--- config.mk ---
export PLATFORM = sky130hd
export DESIGN_NAME = ex_unit_top
export DESIGN_NICKNAME = d
export VERILOG_FILES = /design/src/logic/pipe_pkg.sv /design/src/logic/isa_pkg.sv /design/src/logic/ex_unit_top.sv /design/src/logic/credit_tracker.sv /design/src/logic/execute_stage.sv /design/src/logic/decode_stage.sv
export SDC_FILE = /design/constraint.sdc
export NUM_CORES = 1
export LEC_CHECK = 0
export ABC_AREA = 1
export BUFFER_PORTS_ARGS = -buffer_cell sky130_fd_sc_hd__buf_2
export CAP_MARGIN = 25
export CELL_PAD_IN_SITES_DETAIL_PLACEMENT = 0
export CELL_PAD_IN_SITES_GLOBAL_PLACEMENT = 2
export CORE_MARGIN = 3
export CORE_UTILIZATION = 29
export DETAILED_ROUTE_END_ITERATION = 10
export MAX_ROUTING_LAYER = met4
export PLACE_DENSITY_LB_ADDON = 0.1
export SYNTH_ARGS = -nofsm -noshare
export SYNTH_HDL_FRONTEND = slang
export SYNTH_SLANG_ARGS = --single-unit
--- constraint.sdc ---
create_clock -name clk -period 2.8 [get_ports clk]
set_input_delay 0.14 -clock clk [delete_from_list [all_inputs] [get_ports clk]]
set_output_delay 0.14 -clock clk [all_outputs]
set_load 0.01 [all_outputs]
--- src/logic/pipe_pkg.sv ---
/* Execute pipeline definitions */
package pipe_pkg;

    localparam int OP_W = 4;                      // Internal operation code width

    localparam logic [OP_W-1:0] OP_ADD  = 4'd0;
    localparam logic [OP_W-1:0] OP_SUB  = 4'd1;
    localparam logic [OP_W-1:0] OP_SLL  = 4'd2;
    localparam logic [OP_W-1:0] OP_SLT  = 4'd3;   // Signed compare
    localparam logic [OP_W-1:0] OP_SLTU = 4'd4;   // Unsigned compare
    localparam logic [OP_W-1:0] OP_XOR  = 4'd5;
    localparam logic [OP_W-1:0] OP_SRL  = 4'd6;
    localparam logic [OP_W-1:0] OP_SRA  = 4'd7;
    localparam logic [OP_W-1:0] OP_OR   = 4'd8;
    localparam logic [OP_W-1:0] OP_AND  = 4'd9;
    localparam logic [OP_W-1:0] OP_ZERO = 4'd10;  // Unsupported encoding

    localparam int SEL_W = 2;                     // Operand-select code width

    localparam logic [SEL_W-1:0] SEL_RS1_RS2  = 2'd0;
    localparam logic [SEL_W-1:0] SEL_RS1_IMM  = 2'd1;
    localparam logic [SEL_W-1:0] SEL_PC_IMM   = 2'd2;
    localparam logic [SEL_W-1:0] SEL_ZERO_IMM = 2'd3;

    // Flow control
    localparam int PIPE_DEPTH  = 2;               // Slots the sender may fill
    localparam int OUT_CREDITS = 4;               // Initial consumer credits
    localparam int CREDIT_W    = 3;               // Wide enough for OUT_CREDITS

endpackage

--- src/logic/isa_pkg.sv ---
/* RV32I encoding definitions */
package isa_pkg;

    localparam int XLEN = 32;                     // Data path width

    // Major opcodes
    localparam logic [6:0] OPC_OP     = 7'b0110011; // Register-register ALU
    localparam logic [6:0] OPC_OP_IMM = 7'b0010011; // Register-immediate ALU
    localparam logic [6:0] OPC_LOAD   = 7'b0000011;
    localparam logic [6:0] OPC_STORE  = 7'b0100011;
    localparam logic [6:0] OPC_LUI    = 7'b0110111;
    localparam logic [6:0] OPC_AUIPC  = 7'b0010111;
    localparam logic [6:0] OPC_JAL    = 7'b1101111;
    localparam logic [6:0] OPC_JALR   = 7'b1100111;

    // ALU funct3 values
    localparam logic [2:0] F3_ADD_SUB = 3'b000;
    localparam logic [2:0] F3_SLL     = 3'b001;
    localparam logic [2:0] F3_SLT     = 3'b010;
    localparam logic [2:0] F3_SLTU    = 3'b011;
    localparam logic [2:0] F3_XOR     = 3'b100;
    localparam logic [2:0] F3_SR      = 3'b101; // SRL or SRA by funct7
    localparam logic [2:0] F3_OR      = 3'b110;
    localparam logic [2:0] F3_AND     = 3'b111;

    localparam logic [6:0] F7_BASE    = 7'b0000000; // ADD, SRL and friends
    localparam logic [6:0] F7_ALT     = 7'b0100000; // SUB, SRA

    typedef union packed {
        struct packed {
            logic [6:0] funct7;
            logic [4:0] rs2;
            logic [4:0] rs1;
            logic [2:0] funct3;
            logic [4:0] rd;
            logic [6:0] opcode;
        } r;                                      // Register format
        struct packed {
            logic [11:0] imm_11_0;
            logic [4:0]  rs1;
            logic [2:0]  funct3;
            logic [4:0]  rd;
            logic [6:0]  opcode;
        } i;                                      // Immediate and load format
        struct packed {
            logic [6:0] imm_11_5;
            logic [4:0] rs2;
            logic [4:0] rs1;
            logic [2:0] funct3;
            logic [4:0] imm_4_0;
            logic [6:0] opcode;
        } s;                                      // Store format
        struct packed {
            logic [19:0] imm_31_12;
            logic [4:0]  rd;
            logic [6:0]  opcode;
        } u;                                      // Upper immediate and jump format
    } instr_u;

endpackage
--- src/logic/ex_unit_top.sv ---
/* RV32I execute unit */
module ex_unit_top import isa_pkg::*, pipe_pkg::*; (
    input  logic            clk,
    input  logic            reset,
    input  logic            in_valid,
    input  logic [XLEN-1:0] pc,
    input  instr_u          instr,
    input  logic [XLEN-1:0] rs1_data,
    input  logic [XLEN-1:0] rs2_data,
    input  logic            out_credit,
    output logic            in_credit,
    output logic            out_valid,
    output logic [XLEN-1:0] result
);

    logic            dec_valid;
    logic [OP_W-1:0] dec_op;
    logic [XLEN-1:0] dec_a, dec_b;
    logic            ex_ready, ex_valid;
    logic [XLEN-1:0] ex_result;
    logic            issue;

    decode_stage decode_stage_i (
        .clk       (clk),
        .reset     (reset),
        .in_valid  (in_valid),
        .pc        (pc),
        .instr     (instr),
        .rs1_data  (rs1_data),
        .rs2_data  (rs2_data),
        .ex_ready  (ex_ready),
        .dec_valid (dec_valid),
        .dec_op    (dec_op),
        .dec_a     (dec_a),
        .dec_b     (dec_b)
    );

    execute_stage execute_stage_i (
        .clk       (clk),
        .reset     (reset),
        .dec_valid (dec_valid),
        .dec_op    (dec_op),
        .dec_a     (dec_a),
        .dec_b     (dec_b),
        .issue     (issue),
        .ex_ready  (ex_ready),
        .ex_valid  (ex_valid),
        .ex_result (ex_result)
    );

    credit_tracker credit_tracker_i (
        .clk        (clk),
        .reset      (reset),
        .ex_valid   (ex_valid),
        .out_credit (out_credit),
        .issue      (issue),
        .out_valid  (out_valid),
        .in_credit  (in_credit)
    );

    assign result = ex_result;                    // Held until issued

endmodule

--- src/logic/credit_tracker.sv ---
/* Downstream credit tracker */
module credit_tracker import pipe_pkg::*; (
    input  logic clk,
    input  logic reset,
    input  logic ex_valid,                        // Result waiting in execute slot
    input  logic out_credit,                      // Consumer freed a slot
    output logic issue,
    output logic out_valid,
    output logic in_credit                        // Slot returned to sender
);

    logic [CREDIT_W-1:0] count;

    assign issue     = ex_valid && (count != '0);
    assign out_valid = issue;                     // Same pulse
    assign in_credit = issue;

    always_ff @(posedge clk) begin
        if (reset)
            count <= CREDIT_W'(OUT_CREDITS);
        else begin
            case ({issue, out_credit})
                2'b10:   count <= count - 1'b1;   // Spend one
                2'b01:   count <= count + 1'b1;   // Returned
                default: count <= count;          // Both or neither
            endcase
        end
    end

endmodule

--- src/logic/execute_stage.sv ---
/* Execute stage */
module execute_stage import isa_pkg::*, pipe_pkg::*; (
    input  logic            clk,
    input  logic            reset,
    input  logic            dec_valid,
    input  logic [OP_W-1:0] dec_op,
    input  logic [XLEN-1:0] dec_a,
    input  logic [XLEN-1:0] dec_b,
    input  logic            issue,                // Held result leaves this cycle
    output logic            ex_ready,
    output logic            ex_valid,
    output logic [XLEN-1:0] ex_result
);

    logic [XLEN-1:0] alu;
    logic [4:0]      sh;                          // Shift amount
    logic            load;

    assign sh = dec_b[4:0];

    always_comb begin
        case (dec_op)
            OP_ADD:  alu = dec_a + dec_b;
            OP_SUB:  alu = dec_a - dec_b;
            OP_SLL:  alu = dec_a << sh;
            OP_SLT:  alu = {{(XLEN-1){1'b0}}, $signed(dec_a) < $signed(dec_b)};
            OP_SLTU: alu = {{(XLEN-1){1'b0}}, dec_a < dec_b};
            OP_XOR:  alu = dec_a ^ dec_b;
            OP_SRL:  alu = dec_a >> sh;
            OP_SRA:  alu = $unsigned($signed(dec_a) >>> sh); // Sign bit fills
            OP_OR:   alu = dec_a | dec_b;
            OP_AND:  alu = dec_a & dec_b;
            OP_ZERO: alu = '0;
            default: alu = '0;                    // Unused codes
        endcase
    end

    // Slot free now or freed by this cycle's issue
    assign ex_ready = !ex_valid || issue;
    assign load     = dec_valid && ex_ready;

    always_ff @(posedge clk) begin
        if (reset)
            ex_valid <= 1'b0;
        else if (load)
            ex_valid <= 1'b1;                     // New item replaces issued one
        else if (issue)
            ex_valid <= 1'b0;
    end

    always_ff @(posedge clk) begin
        if (load)
            ex_result <= alu;
    end

endmodule

--- src/logic/decode_stage.sv ---
/* Decode stage */
module decode_stage import isa_pkg::*, pipe_pkg::*; (
    input  logic            clk,
    input  logic            reset,
    input  logic            in_valid,             // One cycle per item
    input  logic [XLEN-1:0] pc,
    input  instr_u          instr,
    input  logic [XLEN-1:0] rs1_data,
    input  logic [XLEN-1:0] rs2_data,
    input  logic            ex_ready,             // Execute slot free or leaving
    output logic            dec_valid,
    output logic [OP_W-1:0] dec_op,
    output logic [XLEN-1:0] dec_a,
    output logic [XLEN-1:0] dec_b
);

    logic [XLEN-1:0]  imm_i, imm_s, imm_u, shamt;
    logic [XLEN-1:0]  imm;                        // Chosen immediate
    logic [SEL_W-1:0] sel;
    logic [OP_W-1:0]  next_op;
    logic [XLEN-1:0]  next_a, next_b;
    logic             f7_base, f7_alt;
    logic             advance;

    assign imm_i   = {{20{instr.i.imm_11_0[11]}}, instr.i.imm_11_0};               // Sign-extended
    assign imm_s   = {{20{instr.s.imm_11_5[6]}}, instr.s.imm_11_5, instr.s.imm_4_0};
    assign imm_u   = {instr.u.imm_31_12, 12'b0};
    assign shamt   = {27'b0, instr.i.imm_11_0[4:0]};                                // Shift-immediate amount
    assign f7_base = (instr.r.funct7 == F7_BASE);  // Also upper imm bits of SLLI/SRxI
    assign f7_alt  = (instr.r.funct7 == F7_ALT);

    always_comb begin
        next_op = OP_ZERO;                        // Anything unlisted gives zero
        sel     = SEL_ZERO_IMM;
        imm     = '0;
        case (instr.r.opcode)
            OPC_OP: begin
                sel = SEL_RS1_RS2;
                case (instr.r.funct3)
                    F3_ADD_SUB: next_op = f7_base ? OP_ADD : (f7_alt ? OP_SUB : OP_ZERO);
                    F3_SLL:     next_op = f7_base ? OP_SLL  : OP_ZERO;
                    F3_SLT:     next_op = f7_base ? OP_SLT  : OP_ZERO;
                    F3_SLTU:    next_op = f7_base ? OP_SLTU : OP_ZERO;
                    F3_XOR:     next_op = f7_base ? OP_XOR  : OP_ZERO;
                    F3_SR:      next_op = f7_base ? OP_SRL : (f7_alt ? OP_SRA : OP_ZERO);
                    F3_OR:      next_op = f7_base ? OP_OR   : OP_ZERO;
                    default:    next_op = f7_base ? OP_AND  : OP_ZERO; // F3_AND
                endcase
            end
            OPC_OP_IMM: begin
                sel = SEL_RS1_IMM;
                imm = imm_i;
                case (instr.i.funct3)
                    F3_ADD_SUB: next_op = OP_ADD; // ADDI
                    F3_SLT:     next_op = OP_SLT;
                    F3_SLTU:    next_op = OP_SLTU;
                    F3_XOR:     next_op = OP_XOR;
                    F3_OR:      next_op = OP_OR;
                    F3_AND:     next_op = OP_AND;
                    F3_SLL: begin
                        imm     = shamt;
                        next_op = f7_base ? OP_SLL : OP_ZERO;
                    end
                    default: begin                // F3_SR
                        imm     = shamt;
                        next_op = f7_base ? OP_SRL : (f7_alt ? OP_SRA : OP_ZERO);
                    end
                endcase
            end
            OPC_LOAD: begin
                sel = SEL_RS1_IMM;
                imm = imm_i;
                // LB, LH, LW, LBU, LHU
                if (instr.i.funct3 inside {3'b000, 3'b001, 3'b010, 3'b100, 3'b101})
                    next_op = OP_ADD;
            end
            OPC_STORE: begin
                sel = SEL_RS1_IMM;
                imm = imm_s;
                if (instr.s.funct3 inside {3'b000, 3'b001, 3'b010}) // SB, SH, SW
                    next_op = OP_ADD;
            end
            OPC_LUI: begin
                imm     = imm_u;                  // Zero plus upper immediate
                next_op = OP_ADD;
            end
            OPC_AUIPC: begin
                sel     = SEL_PC_IMM;
                imm     = imm_u;
                next_op = OP_ADD;
            end
            OPC_JAL: begin
                sel     = SEL_PC_IMM;
                imm     = XLEN'(4);               // Link value
                next_op = OP_ADD;
            end
            OPC_JALR: begin
                sel = SEL_PC_IMM;
                imm = XLEN'(4);
                if (instr.i.funct3 == 3'b000)
                    next_op = OP_ADD;
            end
            default: ;                            // Branches and others
        endcase
    end

    always_comb begin
        case (sel)
            SEL_RS1_RS2: begin
                next_a = rs1_data;
                next_b = rs2_data;
            end
            SEL_RS1_IMM: begin
                next_a = rs1_data;
                next_b = imm;
            end
            SEL_PC_IMM: begin
                next_a = pc;
                next_b = imm;
            end
            default: begin                        // SEL_ZERO_IMM
                next_a = '0;
                next_b = imm;
            end
        endcase
    end

    assign advance = ex_ready || !dec_valid;      // Fill when empty, hold when blocked

    always_ff @(posedge clk) begin
        if (reset)
            dec_valid <= 1'b0;
        else if (advance)
            dec_valid <= in_valid;
    end

    always_ff @(posedge clk) begin
        if (advance) begin                        // Payload only
            dec_op <= next_op;
            dec_a  <= next_a;
            dec_b  <= next_b;
        end
    end

endmodule

Word-level counts from Yosys, hierarchy flattened
Cells that the tools add are included.
Operators by class
  add/subtract/negate cells: 4
  $lt $le $gt $ge: 2
  eq/ne operators: 29
  shift operators: 3
  mux-type cells: 25
  bitwise gates (word level): 3
  reductions and logical operators: 22
Operators by type and width (number)
  $pmux W32 S10: 1
  $pmux W32 S5: 1
  $lt A32 B32 Y1: 2
  $mux W32: 2
  $pmux W32 S2: 1
  $pmux W4 S7: 2
  $mux W4: 11
  $add A32 B32 Y32: 1
  $and A32 B32 Y32: 1
  $or A32 B32 Y32: 1
  $shl A32 B5 Y32: 1
  $shr A32 B5 Y32: 1
  $sshr A32 B5 Y32: 1
  $sub A32 B32 Y32: 1
  $xor A32 B32 Y32: 1
  $eq A7 B6 Y1 const B: 4
  $pmux W4 S6: 1
  $eq A4 B3 Y1 const B: 4
  $eq A7 B5 Y1 const B: 2
  $eq A7 B7 Y1 const B: 2
  $eq A3 B3 Y1 const B: 4
  $reduce_or A3 Y1: 3
  $eq A4 B2 Y1 const B: 2
  $eq A4 B4 Y1 const B: 2
  24 further kinds: 36
Word-level totals
  bits in registers: 105
  input bits: 132
  output and inout port bits: 34
  word-level logic and storage cells: 95

Depth between registers and ports, before layout
Gate-level depths: netlist (run 1).
  word-level depth: 6
  gate-level depth with buffers: 19
  gate-level depth less buffers: 16

Cells and area by module
A second synthesis (run 1) with hierarchy kept.
Unflattened totals
  cells, all modules: 2537
  area, all modules: 14808.0 µm²
Modules (own cells, without submodules)
  execute_stage: times used 1, cells an instance 2108, area each 10908.0 µm²
  decode_stage: times used 1, cells an instance 404, area each 3707.3 µm²
  credit_tracker: times used 1, cells an instance 25, area each 192.7 µm²

Worst setup path before layout (run 1)
Ideal clock, no wire load.
  path type: register to register
  start: register decode_stage_i.dec_b[4]
  end: register execute_stage_i.ex_result[17] (data pin)
  arrival time: 2467 ps
  setup slack: 77 ps
  stages on the path, launching flop included: 16
  period minus slack after synthesis: 2723 ps
  cells stage by stage: edfxtp_1 -> inv_1 -> clkbuf_1 -> buf_1 -> ha_1 -> clkbuf_2 -> nor2_1 -> nand3_1 -> nand3_1 -> nand2_1 -> nand2_1 -> nand2_1 -> a21oi_1 -> nor2_1 -> nor2_1 -> nand2_1
Between the ends
  cells in the longest elaborated chain, start to end: 2
  elaborated cells between the ends (all ways): 6
  classes of those cells: add/sub: 2; shift: 3; mux: 1
Ends and longest elaborated chain
  start, declared: line decode_stage.sv:14  | output logic [XLEN-1:0] dec_b
  start signal, assigned: line decode_stage.sv:141  | dec_b <= next_b;
  $sub A32 B32 Y32, or another cell as far along: line execute_stage.sv:24  | OP_SUB: alu = dec_a - dec_b;
  $pmux W32 S10 (*): line execute_stage.sv:22  | case (dec_op)
  net execute_stage_i.alu[17]: line execute_stage.sv:15  | logic [XLEN-1:0] alu;
  end signal, assigned: line execute_stage.sv:53  | ex_result <= alu;
  end, declared: line execute_stage.sv:12  | output logic [XLEN-1:0] ex_result
The timed path passes the listed nets; every way through them passes the cells marked *.
A chain may end at the register's enable or synchronous reset.

Worst setup path in the final report (run 1)
  start: register decode_stage_i.dec_a[0]
  end: register execute_stage_i.ex_result[30] (data pin)
Between the ends
  cells in the longest elaborated chain, start to end: 2
  elaborated cells between the ends (all ways): 6
  classes of those cells: add/sub: 2; shift: 3; mux: 1
Ends and longest elaborated chain
  start, declared: line decode_stage.sv:13  | output logic [XLEN-1:0] dec_a,
  start signal, assigned: line decode_stage.sv:140  | dec_a <= next_a;
  $sub A32 B32 Y32, or another cell as far along: line execute_stage.sv:24
  $pmux W32 S10 (*): line execute_stage.sv:22
  net execute_stage_i.alu[30]: line execute_stage.sv:15
Marks and branches as above.

==> results.cfg, run 1 <==
[placement]
dpl.hpwl_um = 69800
gp_congestion = 0.988
port_buffers = 165

[die]
fp-row-count = 81
fp.coreArea_sq_um = 49400
fp.dieArea_sq_um = 53000
die_x_um = 230
io-pin-count = 166
initial_core_util_pct = 29.6
die_y_um = 230

[critical_path]
crit_path_end_kind = flop
rrSetupSlack_ns = 0.11
path_class = reg2reg
cp-start-kind = flop
r2r_start = decode_stage_i.dec_a[0]
crit_start = decode_stage_i.dec_a[0]
r2r_end = execute_stage_i.ex_result[30]
reg2reg_depth = 14
cp.required_ns = 2.95
cp.arrival_ns = 2.84
worst-path-max-fanout = 4

[logic_synthesis]
synth_edf_count = 100
synth_area_leaders = nand2_1 (22%), edfxtp_1 (21%), nand3_1 (13%)
synth_top_family_by_area = simple AND/OR/NAND/NOR gates
ys.flop_type = edfxtp_1
synth_top_area_share_pct = 21.5
synth-compound-area-share_pct = 12.1
syn_area_sq_um = 14600
synth_seq_cells = 105
async_reset_ff_share_pct = 0
synth_xor_area_share_pct = 0
yosys.area.top_type = nand2_1
yosysUniqueCellTypes = 47
synthMuxAreaShare_pct = 0.137
synthCells = 2500
yosys.area_share.adder_pct = 8.82
syn_nets = 2733
avgSynthCellArea_sq_um = 5.83
yosys.area_share.simple_pct = 44.1
yosysSeqAreaShare_pct = 21.3
yosysWarnings = 0

[sta]
fin_hold_ws_ns = 0.0138
slew_violations = 0
relSlewSlack_pct = 39.1
rsz0062_at_grt = false
max_freq_ghz = 0.372
period_minus_slack_ns = 2.69
finalSetupViolations = 0
hold_viol_final = 0
period_share_pct = 96.1
skew_ns = 0.0140
worst_slew_pin_slew_ns = 0.905

[clock_tree]
clk-insertion-delay-late_ns = 0.41
cts.sinks = 105
cts_buffers = 9
clkTransAtPathRegs_ns = 0.09
cts-root-buf = clkbuf_16
cts_tree = done
htree_num_levels = 3
cts.path.max_buffers = 2

[routing]
ant_nets = 0
wirelength_um = 82200
drc = 0
wl_per_cell_um = 24.1
drt_iter0_drc = 1891
first_pass_iters = 8
num_vias = 17821
viasPerCell = 5.22

[grt]
overflow = 0
grt_pass1_wl_um = 118000
grtUsageTotal_pct = 31.4
grt_max_degree = 76
grt_pass1_vias = 17120
antenna_found_initial = 2

[worst_hold_path]
hold_path_startpoint = rs1_data[10]
whs_path_depth = 3
hold_path_class = in2reg
whs_endpoint = decode_stage_i.dec_a[10]

[finish]
drive_gt1_share_pct = 14.9
mostFrequentLayoutCells = nand2_1 (835), nand3_1 (391), inv_1 (365), buf_2 (167), nor2_1 (156)
multi_input_area_sq_um = 9570
areaGrowthSynthToFinish_pct = 20.2
regArea_sq_um = 3100
fill_cells = 5665
final_common_cell = nand2_1
nets = 2977

[status]
status = finished clean

[run]
maxCapViolCount = 0

[power]
power_density_nw_per_um2 = 277
p_leak_nw = 9.07
ir_drop_v = 0.000271
power_mw = 4.86
## power by group
group	total [mW]	switching, mW	internal, mW
clock network	1.53	0.805	0.721
logic	1.54	1.04	0.496
registers	1.80	0.0424	1.75
## layer usage
metal  up-vias  share of wire [%]  track usage, %  wire (um)
met4         0                3.1            9.10       2530
met5         -                  0               -          0
li1       8620                  -               -          -
met3        93                5.5            3.33       4550
met1      8433                 46            42.4      37800
met2       675                 45            49.6      37400
## cell families after synthesis
| kind of cell | Yosys count |
|---|---|
| buffers and inverters | 485 |
| muxes | 2 |
| and+or+nand+nor | 1504 |
| AOI/OAI and AO/OA | 303 |
| DFF | 105 |
| adders and majority gates | 101 |
## cell type report
type	instances	area share (%)
flip-flops and latches	105	17.7
well taps	664	4.74
clock buffers	10	1.31
inverters	382	8.19
repair buffers	336	13.0
diodes	2	0.0286
multi-input cells	1910	54.6
clock inverters	6	0.485
## synth_stat cells (2+ instances only)
master     number
nor2_4          5
inv_1         366
nand3b_1       12
a21oi_1        94
inv_2          13
nor2_1        160
edfxtp_1      100
o21a_1          2
o21ai_0        63
mux2i_1         2
nor3_1         25
o221ai_1        4
nand2_1       837
o2111ai_1       3
or2_2           4
nand3_1       391
buf_6           4
a211oi_1        6
buf_4          12
nand2_2        11
and2_1         12
o211ai_1       47
nor2_2          7
nor4_1          4
ha_1           98
o21bai_1       13
buf_1           3
clkbuf_2        3
clkinv_1        2
o22ai_1        19
buf_2          57
fa_1            3
clkbuf_1       24
dfxtp_1         5
a31oi_1         3
nand4_1        34
o21ai_1        42
## worst max-delay path, cell delays in order, from the launching register on
cell	delay, ns
edfxtp_1	0.44
inv_2	0.15
ha_1	0.19
inv_1	0.10
fa_1	0.43
nand2_1	0.11
nand2_1	0.09
nand3_1	0.09
nand2_1	0.14
nand2_1	0.13
nand3_1	0.10
nand2_1	0.18
nand3_1	0.10
nand3_1	0.09
nand3_1	0.08
## how the worst max path moves through the flow
| stage | end |
|---|---|
| after detailed placement | execute_stage_i.ex_result[10] |
| after CTS | execute_stage_i.ex_result[19] |
| after global routing | execute_stage_i.ex_result[21] |
| after global placement | execute_stage_i.ex_result[10] |
| final | execute_stage_i.ex_result[30] |
| after floorplan | execute_stage_i.ex_result[17] |
## per-stage QoR
stage | setup TNS [ns] | instance area, sq um | utilization, % | cells | setup WS [ns]
2_1_floorplan | 0 | 14600 | - | 2500 | 0.0768
3_3_place_gp | -0.0572 | 17100 | 34.7 | 3392 | -0.0364
3_5_place_dp | 0 | 17100 | 34.7 | 3394 | 0.0128
4_1_cts | 0 | 17500 | 35.4 | 3412 | 0.0441
5_1_grt | 0 | 17500 | 35.5 | 3415 | 0.00202
6_report | 0 | 17500 | 35.5 | 3415 | 0.110
## repair_timing
item,4_1_cts,5_1_grt
resized for setup,1,14
setup buffers,0,1
endpoints found under the setup margin,1,17
hold endpoints to repair,4,0
pin swaps,0,0
hold buffers,2,0
## registers in the layout, indices dropped and copies added (netlist names)
| signal | cells |
|---|---|
| decode_stage_i.dec_b | 32 |
| decode_stage_i.dec_op | 4 |
| execute_stage_i.ex_result | 32 |
| decode_stage_i.dec_a | 32 |
| decode_stage_i.dec_valid | 1 |
| execute_stage_i.ex_valid | 1 |
| credit_tracker_i.count | 3 |
(Power assumes the default switching activity.)
==> run 2: changes to the inputs <==
ABC_AREA = default   (was 1)
CORE_UTILIZATION = 33   (was 29)
==> run 2 against run 1 <==
Effect of this change: the run now ends with negative setup slack left; flip-flop and latch count unchanged; first-iteration DRC count down 37%; clock skew up 0.014 ns; non-clock buffer count up 288; total power up 1.6%; clock-buffer cell count unchanged; fmax down 13%; core utilization up 15 points; global-route usage down 0.84 points; sequential share of layout area down 1.5 points; largest cell class unchanged; largest power group unchanged.
==> results.cfg, run 2 <==
[status]
status = finished, violations left
violations = negative setup slack

[routing]
wirelength_um = 63000
wl_per_cell_um = 25.0
first_pass_iters = 7
viasPerCell = 5.74
drt_iter0_drc = 1197
drc = 0
ant_nets = 0
num_vias = 14481

[clock_tree]
cts-root-buf = clkbuf_16
clk-insertion-delay-late_ns = 0.40
cts_buffers = 9
clkTransAtPathRegs_ns = 0.09
cts_tree = done
htree_num_levels = 3
cts.path.max_buffers = 2
cts.sinks = 105

[placement]
port_buffers = 165
dpl.hpwl_um = 49400
placed_cells = 2430
gp_congestion = 1.00

[power]
p_int_mw = 3.26
power.net_switching_mw = 1.68
power_mw = 4.94
ir_drop_v = 0.000286
seqPwrFrac_pct = 36.6
p_leak_nw = 8.02
p_sw_share_pct = 34.0
p_comb_share_pct = 34.4
clkPwrFrac_pct = 29.0
power_density_nw_per_um2 = 257

[logic_synthesis]
syn_area_sq_um = 12700
synth_area_leaders = edfxtp_1 (24%), mux4_2 (10%), ha_1 (9.6%)
synth_top_area_share_pct = 23.6
synthCells = 1494
yosys.area.top_type = edfxtp_1
synth_seq_cells = 105
yosysSeqAreaShare_pct = 24.3
yosysUniqueCellTypes = 82
async_reset_ff_share_pct = 0
syn_nets = 1727
avgSynthCellArea_sq_um = 8.53
synth.most_common_cell = nor2_1
yosysWarnings = 0
synthTopCellsByCount = nor2_1 (178), o21ai_0 (124), nand2_1 (110), edfxtp_1 (100), a21oi_1 (99)
ys.flop_type = edfxtp_1
synth_edf_count = 100

[grt]
antenna_found_initial = 0
grt_pass1_vias = 13939
grt_max_degree = 65
grtUsageTotal_pct = 30.5
overflow = 0
grt_pass1_wl_um = 90900

[sta]
fin_hold_ws_ns = 0.0300
relSlewSlack_pct = 44.3
finalSetupViolations = 26
slew_violations = 0
period_share_pct = 110
fin_tns_setup_ns = -3.42
max_freq_ghz = 0.324
fin_ws_ns = -0.286
period_minus_slack_ns = 3.09
skew_ns = 0.0277
hold_viol_final = 0
worst_slew_pin_slew_ns = 0.826
rsz0062_at_grt = true

[finish]
mostFrequentLayoutCells = buf_4 (399), nor2_1 (169), buf_2 (165), nand2_1 (101), edfxtp_1 (100)
diodes = 0
areaGrowthSynthToFinish_pct = 50.5
fill_cells = 3625
multi_input_area_sq_um = 10100
final-instance-count-excl-fill = 2523
reg_top3 = decode_stage_i.dec_a (32), decode_stage_i.dec_b (32), execute_stage_i.ex_result (32)
final_common_cell = buf_4
regArea_sq_um = 3100
drive_gt1_share_pct = 46.3
post-route-util_pct = 50.7
nets = 2240

[die]
fp-row-count = 71
die_y_um = 203
fp.dieArea_sq_um = 41000
initial_core_util_pct = 33.7
die_x_um = 203
io-pin-count = 166
fp.coreArea_sq_um = 37800

[critical_path]
crit_path_end_kind = flop
path_class = reg2reg
cp.required_ns = 2.94
crit_end = execute_stage_i.ex_result[22]
reg2reg_depth = 14
r2r_end = execute_stage_i.ex_result[22]
worst-path-max-fanout = 3
crit_start = decode_stage_i.dec_a[0]
cp.arrival_ns = 3.23
cp-start-kind = flop
rrSetupSlack_ns = -0.29
r2r_start = decode_stage_i.dec_a[0]

[run]
maxCapViolCount = 0

[worst_hold_path]
hold_path_class = in2reg
[run 2: critical path, cell delays in order, from the launching register on]
cell and delay (ns):
edfxtp_1 0.42, inv_2 0.10, ha_4 0.14, inv_2 0.03
fa_2 0.35, nor2b_4 0.15, o21ai_4 0.22, a311oi_4 0.16
o41ai_4 0.32, a32oi_1 0.17, buf_4 0.18, buf_4 0.13
a211o_1 0.26, xnor2_1 0.13, o21ai_1 0.07
[run 2: cell type report]
| cell class | instances | area share, % |
|---|---|---|
| inverters | 96 | 2.00 |
| multi-input cells | 1171 | 52.5 |
| clock buffers | 10 | 1.31 |
| well taps | 511 | 3.33 |
| clock inverters | 6 | 0.320 |
| flip-flops and latches | 105 | 16.2 |
| repair buffers | 624 | 24.4 |
[run 2: power groups by stage]
stage	clock network, mW	registers, mW	logic, mW
2_1_floorplan	0	1.84	0.676
3_3_place_gp	0	1.84	1.35
3_5_place_dp	0	1.84	1.35
4_1_cts	1.46	1.81	1.54
5_1_grt	1.51	1.82	1.80
6_report	1.43	1.81	1.70
[run 2: repair_timing]
action                                 in CTS  in global routing
endpoints found under the hold margin       4                  0
setup buffers                              38                 39
hold buffers                                3                  0
pin swaps                                  52                 80
setup endpoints to repair                  32                 32
gates cloned                                3                  3
resized for setup                         179                153
[run 2: logic make-up after synthesis]
kind of cell	synth area share, %
XOR/XNOR	1.79
AND/OR/NAND/NOR	15.1
flip-flops	24.3
AO/OA/AOI/OAI	27.1
buffers and inverters	7.09
adder cells (fa/ha/maj)	10.1
multiplexers	14.5
[run 2: worst min-delay path by stage]
| stage | startpoint | to | slack (ns) | cells after the start |
|---|---|---|---|---|
| 3_5_place_dp | in_valid | decode_stage_i.dec_valid | 0.38 | 3 |
| 2_1_floorplan | reset | credit_tracker_i.count[0] | 0.21 | 1 |
| 5_1_grt | pc[19] | decode_stage_i.dec_a[19] | 0.03 | 2 |
| 4_1_cts | rs2_data[31] | decode_stage_i.dec_b[31] | 0.01 | 3 |
| 3_3_place_gp | in_valid | decode_stage_i.dec_valid | 0.36 | 3 |
| 6_report | rs2_data[31] | decode_stage_i.dec_b[31] | 0.03 | 3 |
[run 2: per-layer routing]
metal	vias to the layer above	global-route usage, %	wire length [um]
met5	-	-	0
met1	7046	40.4	26800
met2	650	48.9	29600
met3	107	2.37	3700
li1	6678	-	-
met4	0	12.1	2870
[run 2: stage by stage]
| step | setup slack (ns) | instance area (sq um) |
|---|---|---|
| 2_1_floorplan | -0.203 | 13000 |
| 6_report | -0.286 | 19200 |
| 5_1_grt | -0.375 | 19200 |
| 3_3_place_gp | -0.580 | 16700 |
| 3_5_place_dp | -0.670 | 16700 |
| 4_1_cts | -0.227 | 18200 |
